**config.mk**
```make
export PLATFORM = sky130hd
export DESIGN_NAME = exec_top
export DESIGN_NICKNAME = d
export VERILOG_FILES = /design/src/common/exec_pkg.sv /design/src/common/exec_if.sv /design/src/design/credit_fifo.sv /design/src/design/instr_decode.sv /design/src/design/reg_file.sv /design/src/alu/alu_core.sv /design/src/design/exec_top.sv
export VERILOG_INCLUDE_DIRS = /design/src /design/src/common
export SDC_FILE = /design/constraint.sdc
export NUM_CORES = 1
export LEC_CHECK = 0
export ABC_AREA = 0
export BUFFER_PORTS_ARGS = -buffer_cell sky130_fd_sc_hd__buf_2
export CAP_MARGIN = 10
export CORE_UTILIZATION = 35
export DETAILED_ROUTE_END_ITERATION = 6
export PLACE_DENSITY = 0.56
export SLEW_MARGIN = 40
export SYNTH_ARGS = -nofsm -noshare
export SYNTH_HDL_FRONTEND = slang
export SYNTH_SLANG_ARGS = --single-unit
```
**constraint.sdc**
```tcl
create_clock -name clk -period 16.5 [get_ports clk]
set_input_delay 1.65 -clock clk [delete_from_list [all_inputs] [get_ports clk]]
set_output_delay 1.65 -clock clk [all_outputs]
set_load 0.1 [all_outputs]
```
**src/common/exec_cfg.svh**
```systemverilog
// Configuration macros for the execute subsystem
// Word width, register file size and buffer depths
`ifndef EXEC_CFG_SVH
`define EXEC_CFG_SVH

// Data word width
`define EXEC_DATA_W 16

// Register file size and address width
`define EXEC_REGS 16
`define EXEC_REG_AW $clog2(`EXEC_REGS)

// Buffer depths and the downstream credits granted after reset
`define EXEC_IN_DEPTH 4
`define EXEC_OUT_DEPTH 4
`define EXEC_OUT_CREDITS 2

`endif

```
**src/common/exec_pkg.sv**
```systemverilog
// Shared types for the execute subsystem
// Opcodes, ALU operations, flag classes, branch conditions, retire item
`default_nettype none
`include "exec_cfg.svh"

package exec_pkg;

	// Raw instruction word, payload of the input buffer
	typedef logic [`EXEC_DATA_W-1:0] instr_t;

	typedef enum logic [3:0] {
		op_add  = 4'h0,
		op_addz = 4'h1,
		op_sub  = 4'h2,
		op_and  = 4'h3,
		op_nor  = 4'h4,
		op_sll  = 4'h5,
		op_srl  = 4'h6,
		op_sra  = 4'h7,
		op_lw   = 4'h8,
		op_sw   = 4'h9,
		op_lhb  = 4'ha,
		op_llb  = 4'hb,
		op_b    = 4'hc,
		op_jal  = 4'hd,
		op_jr   = 4'he,
		op_hlt  = 4'hf
	} opcode_e;

	typedef enum logic [2:0] {
		alu_add = 3'b000,
		alu_sub = 3'b001,
		alu_and = 3'b010,
		alu_nor = 3'b011,
		alu_sll = 3'b100,
		alu_srl = 3'b101,
		alu_lhb = 3'b110,
		alu_sra = 3'b111
	} alu_op_e;

	typedef enum logic [1:0] {
		fc_nzv,
		fc_z_only,
		fc_none
	} flag_class_e;

	// How the ALU stage treats the instruction
	typedef enum logic [2:0] {
		oc_alu,
		oc_addz,
		oc_lhb,
		oc_llb,
		oc_branch,
		oc_nop
	} op_class_e;

	typedef enum logic [2:0] {
		br_ne     = 3'b000,
		br_eq     = 3'b001,
		br_gt     = 3'b010,
		br_lt     = 3'b011,
		br_ge     = 3'b100,
		br_le     = 3'b101,
		br_ovf    = 3'b110,
		br_always = 3'b111
	} br_cond_e;

	typedef struct packed {
		logic n;
		logic z;
		logic v;
	} flags_t;

	// Payload of the output buffer
	typedef struct packed {
		logic [`EXEC_REG_AW-1:0] rd;
		logic [`EXEC_DATA_W-1:0] data;
		logic                    wr;
		logic                    taken;
		flags_t                  flags;
	} retire_t;

endpackage

`default_nettype wire

```
**src/common/exec_if.sv**
```systemverilog
// Decoded instruction bundle from decode to the ALU stage
`timescale 1ns/1ps
`default_nettype none
`include "exec_cfg.svh"

interface exec_if;
	import exec_pkg::*;

	logic                    valid;
	alu_op_e                 op;
	flag_class_e             fclass;
	op_class_e               oclass;
	logic [`EXEC_REG_AW-1:0] rd;
	// Register file read addresses, rt holds rd for lhb
	logic [`EXEC_REG_AW-1:0] rs;
	logic [`EXEC_REG_AW-1:0] rt;
	logic [3:0]              shamt;
	logic [7:0]              imm8;
	br_cond_e                cond;

	modport decoder (output valid, op, fclass, oclass, rd, rs, rt, shamt, imm8, cond);

	// Read addresses go straight to the register file
	modport alu (input valid, op, fclass, oclass, rd, shamt, imm8, cond);

endinterface

`default_nettype wire

```
**src/design/credit_fifo.sv**
```systemverilog
// Circular buffer with credit-gated pop and credit return on pop
`timescale 1ns/1ps
`default_nettype none

module credit_fifo #(
	parameter int  DEPTH        = 4,
	parameter int  INIT_CREDITS = 0,
	parameter type T            = logic [15:0]
) (
	input  wire  clk,
	input  wire  rst_n,
	input  wire  push,
	input  wire  T push_data,
	output logic credit_ret,
	output logic pop_valid,
	output T     pop_data,
	input  wire  credit_in
);

	localparam int AW    = (DEPTH > 1) ? $clog2(DEPTH) : 1;
	localparam int CNT_W = $clog2(DEPTH + 1);
	// Headroom above the initial count for early credit returns
	localparam int CRD_W = $clog2(DEPTH + INIT_CREDITS + 1) + 1;

	T mem [DEPTH];

	logic [AW-1:0]    wr_ptr;
	logic [AW-1:0]    rd_ptr;
	logic [CNT_W-1:0] count;
	logic [CRD_W-1:0] credits;
	logic             pop;

	// Pop needs an item and a free slot downstream
	assign pop = (count != '0) && (credits != '0);

	always_ff @(posedge clk) begin
		if (push) begin
			mem[wr_ptr] <= push_data;
		end
		if (pop) begin
			pop_data <= mem[rd_ptr];
		end
	end

	always_ff @(posedge clk or negedge rst_n) begin
		if (!rst_n) begin
			wr_ptr     <= '0;
			rd_ptr     <= '0;
			count      <= '0;
			credits    <= CRD_W'(INIT_CREDITS);
			pop_valid  <= 1'b0;
			credit_ret <= 1'b0;
		end else begin
			if (push) begin
				wr_ptr <= (wr_ptr == AW'(DEPTH - 1)) ? '0 : wr_ptr + 1'b1;
			end
			if (pop) begin
				rd_ptr <= (rd_ptr == AW'(DEPTH - 1)) ? '0 : rd_ptr + 1'b1;
			end
			case ({push, pop})
				2'b10:   count <= count + 1'b1;
				2'b01:   count <= count - 1'b1;
				default: count <= count;
			endcase
			case ({credit_in, pop})
				2'b10:   credits <= credits + 1'b1;
				2'b01:   credits <= credits - 1'b1;
				default: credits <= credits;
			endcase
			pop_valid  <= pop;
			credit_ret <= pop;
		end
	end

endmodule

`default_nettype wire

```
**src/design/instr_decode.sv**
```systemverilog
// Instruction decoder, field split and opcode classification
// Result is registered onto the exec_if bundle
`timescale 1ns/1ps
`default_nettype none

module instr_decode (
	input wire      clk,
	input wire      rst_n,
	input wire      instr_valid,
	input wire      exec_pkg::instr_t instr,
	exec_if.decoder dec
);
	import exec_pkg::*;

	opcode_e     opcode;
	alu_op_e     op_d;
	flag_class_e fclass_d;
	op_class_e   oclass_d;
	logic [3:0]  rt_d;

	assign opcode = opcode_e'(instr[15:12]);

	always_comb begin
		op_d     = alu_add;
		fclass_d = fc_none;
		oclass_d = oc_nop;
		rt_d     = instr[3:0];
		case (opcode)
			op_add: begin
				fclass_d = fc_nzv;
				oclass_d = oc_alu;
			end
			op_addz: begin
				fclass_d = fc_nzv;
				oclass_d = oc_addz;
			end
			op_sub: begin
				op_d     = alu_sub;
				fclass_d = fc_nzv;
				oclass_d = oc_alu;
			end
			op_and: begin
				op_d     = alu_and;
				fclass_d = fc_z_only;
				oclass_d = oc_alu;
			end
			op_nor: begin
				op_d     = alu_nor;
				fclass_d = fc_z_only;
				oclass_d = oc_alu;
			end
			op_sll: begin
				op_d     = alu_sll;
				fclass_d = fc_z_only;
				oclass_d = oc_alu;
			end
			op_srl: begin
				op_d     = alu_srl;
				fclass_d = fc_z_only;
				oclass_d = oc_alu;
			end
			op_sra: begin
				op_d     = alu_sra;
				fclass_d = fc_z_only;
				oclass_d = oc_alu;
			end
			op_lhb: begin
				// Old low byte of rd comes in on the second read port
				op_d     = alu_lhb;
				oclass_d = oc_lhb;
				rt_d     = instr[11:8];
			end
			op_llb:  oclass_d = oc_llb;
			op_b:    oclass_d = oc_branch;
			// Memory, jumps and halt retire as no-ops
			default: oclass_d = oc_nop;
		endcase
	end

	always_ff @(posedge clk or negedge rst_n) begin
		if (!rst_n) begin
			dec.valid <= 1'b0;
		end else begin
			dec.valid <= instr_valid;
		end
	end

	always_ff @(posedge clk) begin
		if (instr_valid) begin
			dec.op     <= op_d;
			dec.fclass <= fclass_d;
			dec.oclass <= oclass_d;
			dec.rd     <= instr[11:8];
			dec.rs     <= instr[7:4];
			dec.rt     <= rt_d;
			dec.shamt  <= instr[3:0];
			dec.imm8   <= instr[7:0];
			dec.cond   <= br_cond_e'(instr[11:9]);
		end
	end

endmodule

`default_nettype wire

```
**src/design/reg_file.sv**
```systemverilog
// Register file with two asynchronous reads and one synchronous write
`timescale 1ns/1ps
`default_nettype none
`include "exec_cfg.svh"

module reg_file (
	input  wire                     clk,
	input  wire                     rst_n,
	input  wire [`EXEC_REG_AW-1:0]  rd_addr_a,
	input  wire [`EXEC_REG_AW-1:0]  rd_addr_b,
	output logic [`EXEC_DATA_W-1:0] rd_data_a,
	output logic [`EXEC_DATA_W-1:0] rd_data_b,
	input  wire                     wr_en,
	input  wire [`EXEC_REG_AW-1:0]  wr_addr,
	input  wire [`EXEC_DATA_W-1:0]  wr_data
);

	logic [`EXEC_DATA_W-1:0] regs [`EXEC_REGS];

	always_ff @(posedge clk or negedge rst_n) begin
		if (!rst_n) begin
			for (int i = 0; i < `EXEC_REGS; i++) begin
				regs[i] <= '0;
			end
		end else if (wr_en && (wr_addr != '0)) begin
			// Writes to register 0 are dropped
			regs[wr_addr] <= wr_data;
		end
	end

	// Register 0 always reads as zero
	assign rd_data_a = (rd_addr_a == '0) ? '0 : regs[rd_addr_a];
	assign rd_data_b = (rd_addr_b == '0) ? '0 : regs[rd_addr_b];

endmodule

`default_nettype wire

```
**src/alu/alu_core.sv**
```systemverilog
// ALU stage with saturating arithmetic, logic, shifts and byte loads
// Flag registers, branch evaluation, write-back and retire item
`timescale 1ns/1ps
`default_nettype none
`include "exec_cfg.svh"

module alu_core (
	input  wire                     clk,
	input  wire                     rst_n,
	exec_if.alu                     dec,
	input  wire [`EXEC_DATA_W-1:0]  src_a,
	input  wire [`EXEC_DATA_W-1:0]  src_b,
	output logic                    wr_en,
	output logic [`EXEC_REG_AW-1:0] wr_addr,
	output logic [`EXEC_DATA_W-1:0] wr_data,
	output logic                    retire_valid,
	output exec_pkg::retire_t       retire
);
	import exec_pkg::*;

	localparam int W = `EXEC_DATA_W;

	logic [W-1:0] b_eff;
	logic [W-1:0] sum;
	logic [W-1:0] alu_out;
	logic [W-1:0] result;
	logic         is_sub;
	logic         ov_pos;
	logic         ov_neg;
	logic         do_write;
	logic         cond_true;
	flags_t       flags_q;
	flags_t       flags_d;

	// Subtract as a + ~b + 1 so one overflow check covers both
	assign is_sub = (dec.op == alu_sub);
	assign b_eff  = is_sub ? ~src_b : src_b;
	assign sum    = src_a + b_eff + W'(is_sub);
	assign ov_pos = ~src_a[W-1] & ~b_eff[W-1] & sum[W-1];
	assign ov_neg = src_a[W-1] & b_eff[W-1] & ~sum[W-1];

	always_comb begin
		case (dec.op)
			alu_add, alu_sub: begin
				if (ov_pos) begin
					alu_out = {1'b0, {(W-1){1'b1}}};
				end else if (ov_neg) begin
					alu_out = {1'b1, {(W-1){1'b0}}};
				end else begin
					alu_out = sum;
				end
			end
			alu_and: alu_out = src_a & src_b;
			alu_nor: alu_out = ~(src_a | src_b);
			alu_sll: alu_out = src_a << dec.shamt;
			alu_srl: alu_out = src_a >> dec.shamt;
			alu_sra: alu_out = $signed(src_a) >>> dec.shamt;
			alu_lhb: alu_out = {dec.imm8, src_b[W-9:0]};
			default: alu_out = '0;
		endcase
	end

	// llb bypasses the ALU with the sign-extended immediate
	assign result = (dec.oclass == oc_llb) ? {{(W-8){dec.imm8[7]}}, dec.imm8} : alu_out;

	// addz only executes when Z is already set
	assign do_write = dec.valid && (dec.oclass != oc_branch) && (dec.oclass != oc_nop) &&
		((dec.oclass != oc_addz) || flags_q.z);

	always_comb begin
		flags_d = flags_q;
		if (do_write) begin
			case (dec.fclass)
				fc_nzv: begin
					flags_d.n = result[W-1];
					flags_d.z = (result == '0);
					flags_d.v = ov_pos | ov_neg;
				end
				fc_z_only: flags_d.z = (result == '0);
				default:   flags_d = flags_q;
			endcase
		end
	end

	always_ff @(posedge clk or negedge rst_n) begin
		if (!rst_n) begin
			flags_q <= '0;
		end else begin
			flags_q <= flags_d;
		end
	end

	// Branch conditions test the flags held before the branch
	always_comb begin
		case (dec.cond)
			br_ne:     cond_true = ~flags_q.z;
			br_eq:     cond_true = flags_q.z;
			br_gt:     cond_true = ~flags_q.z & ~flags_q.n;
			br_lt:     cond_true = flags_q.n;
			br_ge:     cond_true = flags_q.z | ~flags_q.n;
			br_le:     cond_true = flags_q.n | flags_q.z;
			br_ovf:    cond_true = flags_q.v;
			default:   cond_true = 1'b1;
		endcase
	end

	assign wr_en   = do_write;
	assign wr_addr = dec.rd;
	assign wr_data = result;

	// Every valid instruction retires, no-ops carry zero data
	assign retire_valid = dec.valid;
	assign retire.rd    = dec.rd;
	assign retire.data  = do_write ? result : '0;
	assign retire.wr    = do_write;
	assign retire.taken = dec.valid && (dec.oclass == oc_branch) && cond_true;
	assign retire.flags = flags_d;

endmodule

`default_nettype wire

```
**src/design/exec_top.sv**
```systemverilog
// Execute subsystem top level
// Input buffer, decode, register file, ALU stage and output buffer
`timescale 1ns/1ps
`default_nettype none
`include "exec_cfg.svh"

module exec_top (
	input  wire                     clk,
	input  wire                     rst_n,
	input  wire                     in_valid,
	input  wire [`EXEC_DATA_W-1:0]  in_instr,
	output logic                    in_credit,
	output logic                    out_valid,
	output logic [`EXEC_REG_AW-1:0] out_rd,
	output logic [`EXEC_DATA_W-1:0] out_data,
	output logic                    out_wr,
	output logic                    out_taken,
	output logic                    out_n,
	output logic                    out_z,
	output logic                    out_v,
	input  wire                     out_credit
);
	import exec_pkg::*;

	instr_t                  fetch_instr;
	logic                    fetch_valid;
	logic [`EXEC_DATA_W-1:0] rf_data_a;
	logic [`EXEC_DATA_W-1:0] rf_data_b;
	logic                    wb_en;
	logic [`EXEC_REG_AW-1:0] wb_addr;
	logic [`EXEC_DATA_W-1:0] wb_data;
	logic                    ret_valid;
	retire_t                 ret_item;
	retire_t                 out_item;
	logic                    out_slot_free;

	exec_if ex_if ();

	// Input buffer pops only against free output buffer slots
	credit_fifo #(
		.DEPTH        (`EXEC_IN_DEPTH),
		.INIT_CREDITS (`EXEC_OUT_DEPTH),
		.T            (instr_t)
	) in_fifo_i (
		.clk        (clk),
		.rst_n      (rst_n),
		.push       (in_valid),
		.push_data  (in_instr),
		.credit_ret (in_credit),
		.pop_valid  (fetch_valid),
		.pop_data   (fetch_instr),
		.credit_in  (out_slot_free)
	);

	instr_decode decode_i (
		.clk         (clk),
		.rst_n       (rst_n),
		.instr_valid (fetch_valid),
		.instr       (fetch_instr),
		.dec         (ex_if.decoder)
	);

	reg_file rf_i (
		.clk       (clk),
		.rst_n     (rst_n),
		.rd_addr_a (ex_if.rs),
		.rd_addr_b (ex_if.rt),
		.rd_data_a (rf_data_a),
		.rd_data_b (rf_data_b),
		.wr_en     (wb_en),
		.wr_addr   (wb_addr),
		.wr_data   (wb_data)
	);

	alu_core alu_i (
		.clk          (clk),
		.rst_n        (rst_n),
		.dec          (ex_if.alu),
		.src_a        (rf_data_a),
		.src_b        (rf_data_b),
		.wr_en        (wb_en),
		.wr_addr      (wb_addr),
		.wr_data      (wb_data),
		.retire_valid (ret_valid),
		.retire       (ret_item)
	);

	// Downstream grants all its credits through out_credit
	credit_fifo #(
		.DEPTH        (`EXEC_OUT_DEPTH),
		.INIT_CREDITS (0),
		.T            (retire_t)
	) out_fifo_i (
		.clk        (clk),
		.rst_n      (rst_n),
		.push       (ret_valid),
		.push_data  (ret_item),
		.credit_ret (out_slot_free),
		.pop_valid  (out_valid),
		.pop_data   (out_item),
		.credit_in  (out_credit)
	);

	assign out_rd    = out_item.rd;
	assign out_data  = out_item.data;
	assign out_wr    = out_item.wr;
	assign out_taken = out_item.taken;
	assign out_n     = out_item.flags.n;
	assign out_z     = out_item.flags.z;
	assign out_v     = out_item.flags.v;

endmodule

`default_nettype wire

```
==> qor.yml <==
yosys:
  synth_cell_types: 91
  synth_seq_cells: 514
  synthesis.nets: 2299
  synthCells: 2239
  synth_edf_count: 229
  synth_area_sq_mm: 0.0269
  synth-main-ff-cell: "dfrtp_1"
  yosysWarnings: 0
  seq_area_frac_synth_pct: 52.0
  async_flop_share_pct: 55.4
  avgSynthCellArea_sq_um: 12.0
global_routing:
  gr-usage-met2_pct: 34.6
  grt_pass1_vias: 19200
  gr-total-overflow: 0
  grt_max_degree: 95
  grt_pass1_wl_microns: 130000
  antenna_found_initial: 3
  use_met3_pct: 4.02
  busiest_layer: "met2"
  grt_usage_pct: 22.2
  met1_usage_pct: 30.8
clock_tree:
  post-cts-setup-buffers: 0
  cts-root-buf: "clkbuf_16"
  cts.clk_slew.worst_paths_ns: 0.06
  htreeDepth: 2
  cts.sinks: 514
  cts.repair.resized: 0
  insertion_delay_ns: 0.62
  cts_tree: "yes"
  cts_hold_buf: 0
  numCtsBuffers: 54
  clk_path_buf_depth: 3
placed_design:
  placed_area_sq_mm: 0.0283
  place.detailed.hpwl_microns: 60300
  dp.cells: 3201
  place_congestion: 1.00
  io_buffers: 46
setup_path:
  cp_data_required_time_ns: 16.82
  crit_path_frequent_cell: "o21ai_0"
  worst_r2r_endpoint: "out_fifo_i.mem[2][1]$_DFFE_PP_"
  ff2ff_setup_slack_ns: 9.04
  setup.worst_path.class: "reg -> reg"
  worstSetupStartpoint: "decode_i.dec.imm8[4]$_DFFE_PP_"
  cp_slowest_cell: "buf_4"
  crit_path_end_kind: "flip-flop"
  critical_path.startpoint_type: "flip-flop"
  r2r-start: "decode_i.dec.imm8[4]$_DFFE_PP_"
  crit_chain: "buf_4 > mux4_1 > mux2_2 > a22oi_2 > inv_1 > ha_1 > a21oi_1 > o21ai_0 > a221o_1 > or4_4 > a21o_1 > a31oi_2 > o21ai_0 > o211ai_2 > nand2_2 > or4_1 > o41ai_2"
  critPathCapture: "out_fifo_i.mem[2][1]$_DFFE_PP_"
  cp_slowest_stage_delay_ns: 0.67
  crit_fanout: 44
  reg2reg_depth: 17
  crit_arrival_ns: 7.79
layout:
  regArea_sq_mm: 0.0140
  fin_nets: 2287
  area_growth_pct: 12.1
  fillCellCount: 7260
  final_area_sq_mm: 0.0302
  drive_gt1_share_pct: 22.0
  multi_input_area_sq_mm: 0.0120
  final_cells: 3304
timing:
  worst_pin_slew_ns: 0.884
  period_minus_slack_ns: 7.46
  slew_headroom_pct: 40.7
  hold_violations: 0
  max_freq_ghz: 0.134
  period_share_pct: 45.2
  finalSetupTns_ns: 0
  rsz0062_at_grt: "no"
  setup_viol: 0
  drv_slew: 0
  clock_skew_ns: 0.0363
  hold_ws_ns: 0.380
power_and_ir_drop:
  leakage_nw: 11.8
  p_per_area_mw_per_mm2: 90.6
  irDropWorstVdd_v: 0.0000695
floorplanning:
  io-pin-count: 47
  std_cell_rows: 101
  die_x_microns: 279
  core_region_area_sq_mm: 0.0761
  die_height_microns: 279
  initial_core_util_pct: 35.4
  dieArea_sq_mm: 0.0781
detailed_routing:
  via_per_inst: 5.84
  firstDrtPassIters: 6
  wl_per_cell_microns: 26.3
  drcViolationCount: 0
  finalWirelength_microns: 86800
  vias: 19307
  drt_iter0_markers: 2115
  detail-route-antenna-nets: 0
worst_hold_path:
  hold_class: "reg -> reg"
run:
  cap_viol_max_count: 0
run_status:
  status: "complete, no violations"
-- worst min path at each step --
stage | startpoint | endpoint | slack, ns | depth (start not counted)
finish | rf_i.regs[254]$_DFFE_PN0P_ | rf_i.regs[254]$_DFFE_PN0P_ | 0.38 | 0
global placement | rf_i.regs[254]$_DFFE_PN0P_ | rf_i.regs[254]$_DFFE_PN0P_ | 0.37 | 0
floorplan | in_fifo_i.pop_data[4]$_DFFE_PP_ | decode_i.dec.imm8[4]$_DFFE_PP_ | 0.40 | 0
detailed placement | rf_i.regs[252]$_DFFE_PN0P_ | rf_i.regs[252]$_DFFE_PN0P_ | 0.37 | 0
global route | rf_i.regs[252]$_DFFE_PN0P_ | rf_i.regs[252]$_DFFE_PN0P_ | 0.39 | 0
CTS | rf_i.regs[252]$_DFFE_PN0P_ | rf_i.regs[252]$_DFFE_PN0P_ | 0.38 | 0
-- area by class of cell --
cell class / instances / share of cell area, %
Antenna cell: 2 / 0.0166
Clock buffer: 76 / 5.22
Clock inverter: 25 / 0.986
Inverter: 51 / 0.634
Multi-Input combinational cell: 1496 / 39.9
Sequential cell: 514 / 46.4
Tap cell: 1030 / 4.27
Timing Repair Buffer: 110 / 2.60
-- cell usage after synthesis, drive strengths merged (5+ instances only) --
library cell	instances	area, sq um
fa	5	100
a21oi	84	420
mux4	116	2630
and2	28	175
xor2	21	184
nor2	94	353
nand3	48	240
inv	48	180
a21o	11	82.6
mux2i	110	1100
o22ai	13	81.3
o32ai	5	43.8
buf	52	322
nor3	25	130
or2	7	43.8
nor4	6	37.5
a31oi	20	131
a32oi	17	149
a221oi	16	140
clkbuf	126	474
mux2	139	1570
o31ai	11	82.6
xnor2	22	193
a22o	5	43.8
o221ai	5	50.0
a22oi	51	402
o211ai	12	95.1
a211oi	14	110
or3	10	62.6
o311ai	5	43.8
o21ai	205	1030
o2111ai	5	43.8
dfrtp	284	7110
ha	35	438
nor2b	14	87.6
nand4	11	68.8
nand2	256	963
edfxtp	229	6880
-- cell families (layout without fill, tap and decap cells) --
family / count (synthesis) / in the layout / synth area share (%)
adders and majority gates: 40 / 40 / 2.00
buffers and inverters: 229 / 262 / 3.67
xor gates and xnor gates: 43 / 43 / 1.40
AOI/OAI and AO/OA: 524 / 524 / 12.5
other: 0 / 2 / 0
muxes: 365 / 365 / 19.7
and+or+nand+nor: 524 / 524 / 8.74
DFF: 514 / 514 / 52.0
-- report_power, final --
group | total [W] | internal [W] | switching, W
Combinational | 0.0000773 | 0.0000268 | 0.0000505
Clock | 0.00127 | 0.000750 | 0.000519
Sequential | 0.00139 | 0.00137 | 0.0000153
Total | 0.00273 | 0.00215 | 0.000584
-- placed cells by master (no fill, tap or decap), drive strengths merged, types with 17 or more instances in the layout --
| master | instances |
|---|---|
| a21oi | 84 |
| a22oi | 51 |
| a31oi | 20 |
| a32oi | 17 |
| and2 | 28 |
| buf | 110 |
| clkbuf | 76 |
| dfrtp | 284 |
| edfxtp | 229 |
| ha | 35 |
| inv | 55 |
| mux2 | 139 |
| mux2i | 110 |
| mux4 | 116 |
| nand2 | 256 |
| nand3 | 48 |
| nor2 | 94 |
| nor3 | 25 |
| o21ai | 205 |
| xnor2 | 22 |
| xor2 | 21 |
-- worst max-delay path, delay by kind of cell, from the launching register on --
kind | cells | cell delay, ns
AOI/OAI and AO/OA | 9 | 2.98
adders and majority gates | 1 | 0.27
buffers and inverters | 2 | 0.89
muxes | 2 | 0.94
and+or+nand+nor | 3 | 1.49
DFF | 1 | 0.55
-- metal layers --
| layer | vias to the layer above | share of wire (%) |
|---|---|---|
| li1 | 8434 | - |
| met1 | 9855 | 43 |
| met2 | 825 | 45 |
| met3 | 193 | 7.5 |
| met4 | 0 | 4.1 |
| met5 | - | 0 |
-- sequential cells by signal, summed over array words and instances (netlist names), 2 cells and up --
name	cells
decode_i.dec.cond	3
out_fifo_i.pop_data	25
in_fifo_i.wr_ptr	2
decode_i.dec.imm8	8
in_fifo_i.mem	64
out_fifo_i.wr_ptr	2
rf_i.regs	256
in_fifo_i.credits	5
decode_i.dec.op	3
in_fifo_i.rd_ptr	2
in_fifo_i.count	3
out_fifo_i.count	3
out_fifo_i.credits	4
decode_i.dec.oclass	3
out_fifo_i.mem	100
out_fifo_i.rd_ptr	2
decode_i.dec.rt	4
decode_i.dec.fclass	2
in_fifo_i.pop_data	16
alu_i.flags_q	3
-- per-stage QoR --
step | power [W] | utilization [%] | setup WS, ns
floorplan | 0.00145 | - | 10.81
global placement | 0.00149 | 37.0 | 9.13
detailed placement | 0.00149 | 37.2 | 8.97
CTS | 0.00277 | 39.7 | 8.87
global route | 0.00283 | 39.7 | 8.61
finish | 0.00273 | 39.7 | 9.04
No activity file was read; power rests on OpenSTA's default activity.
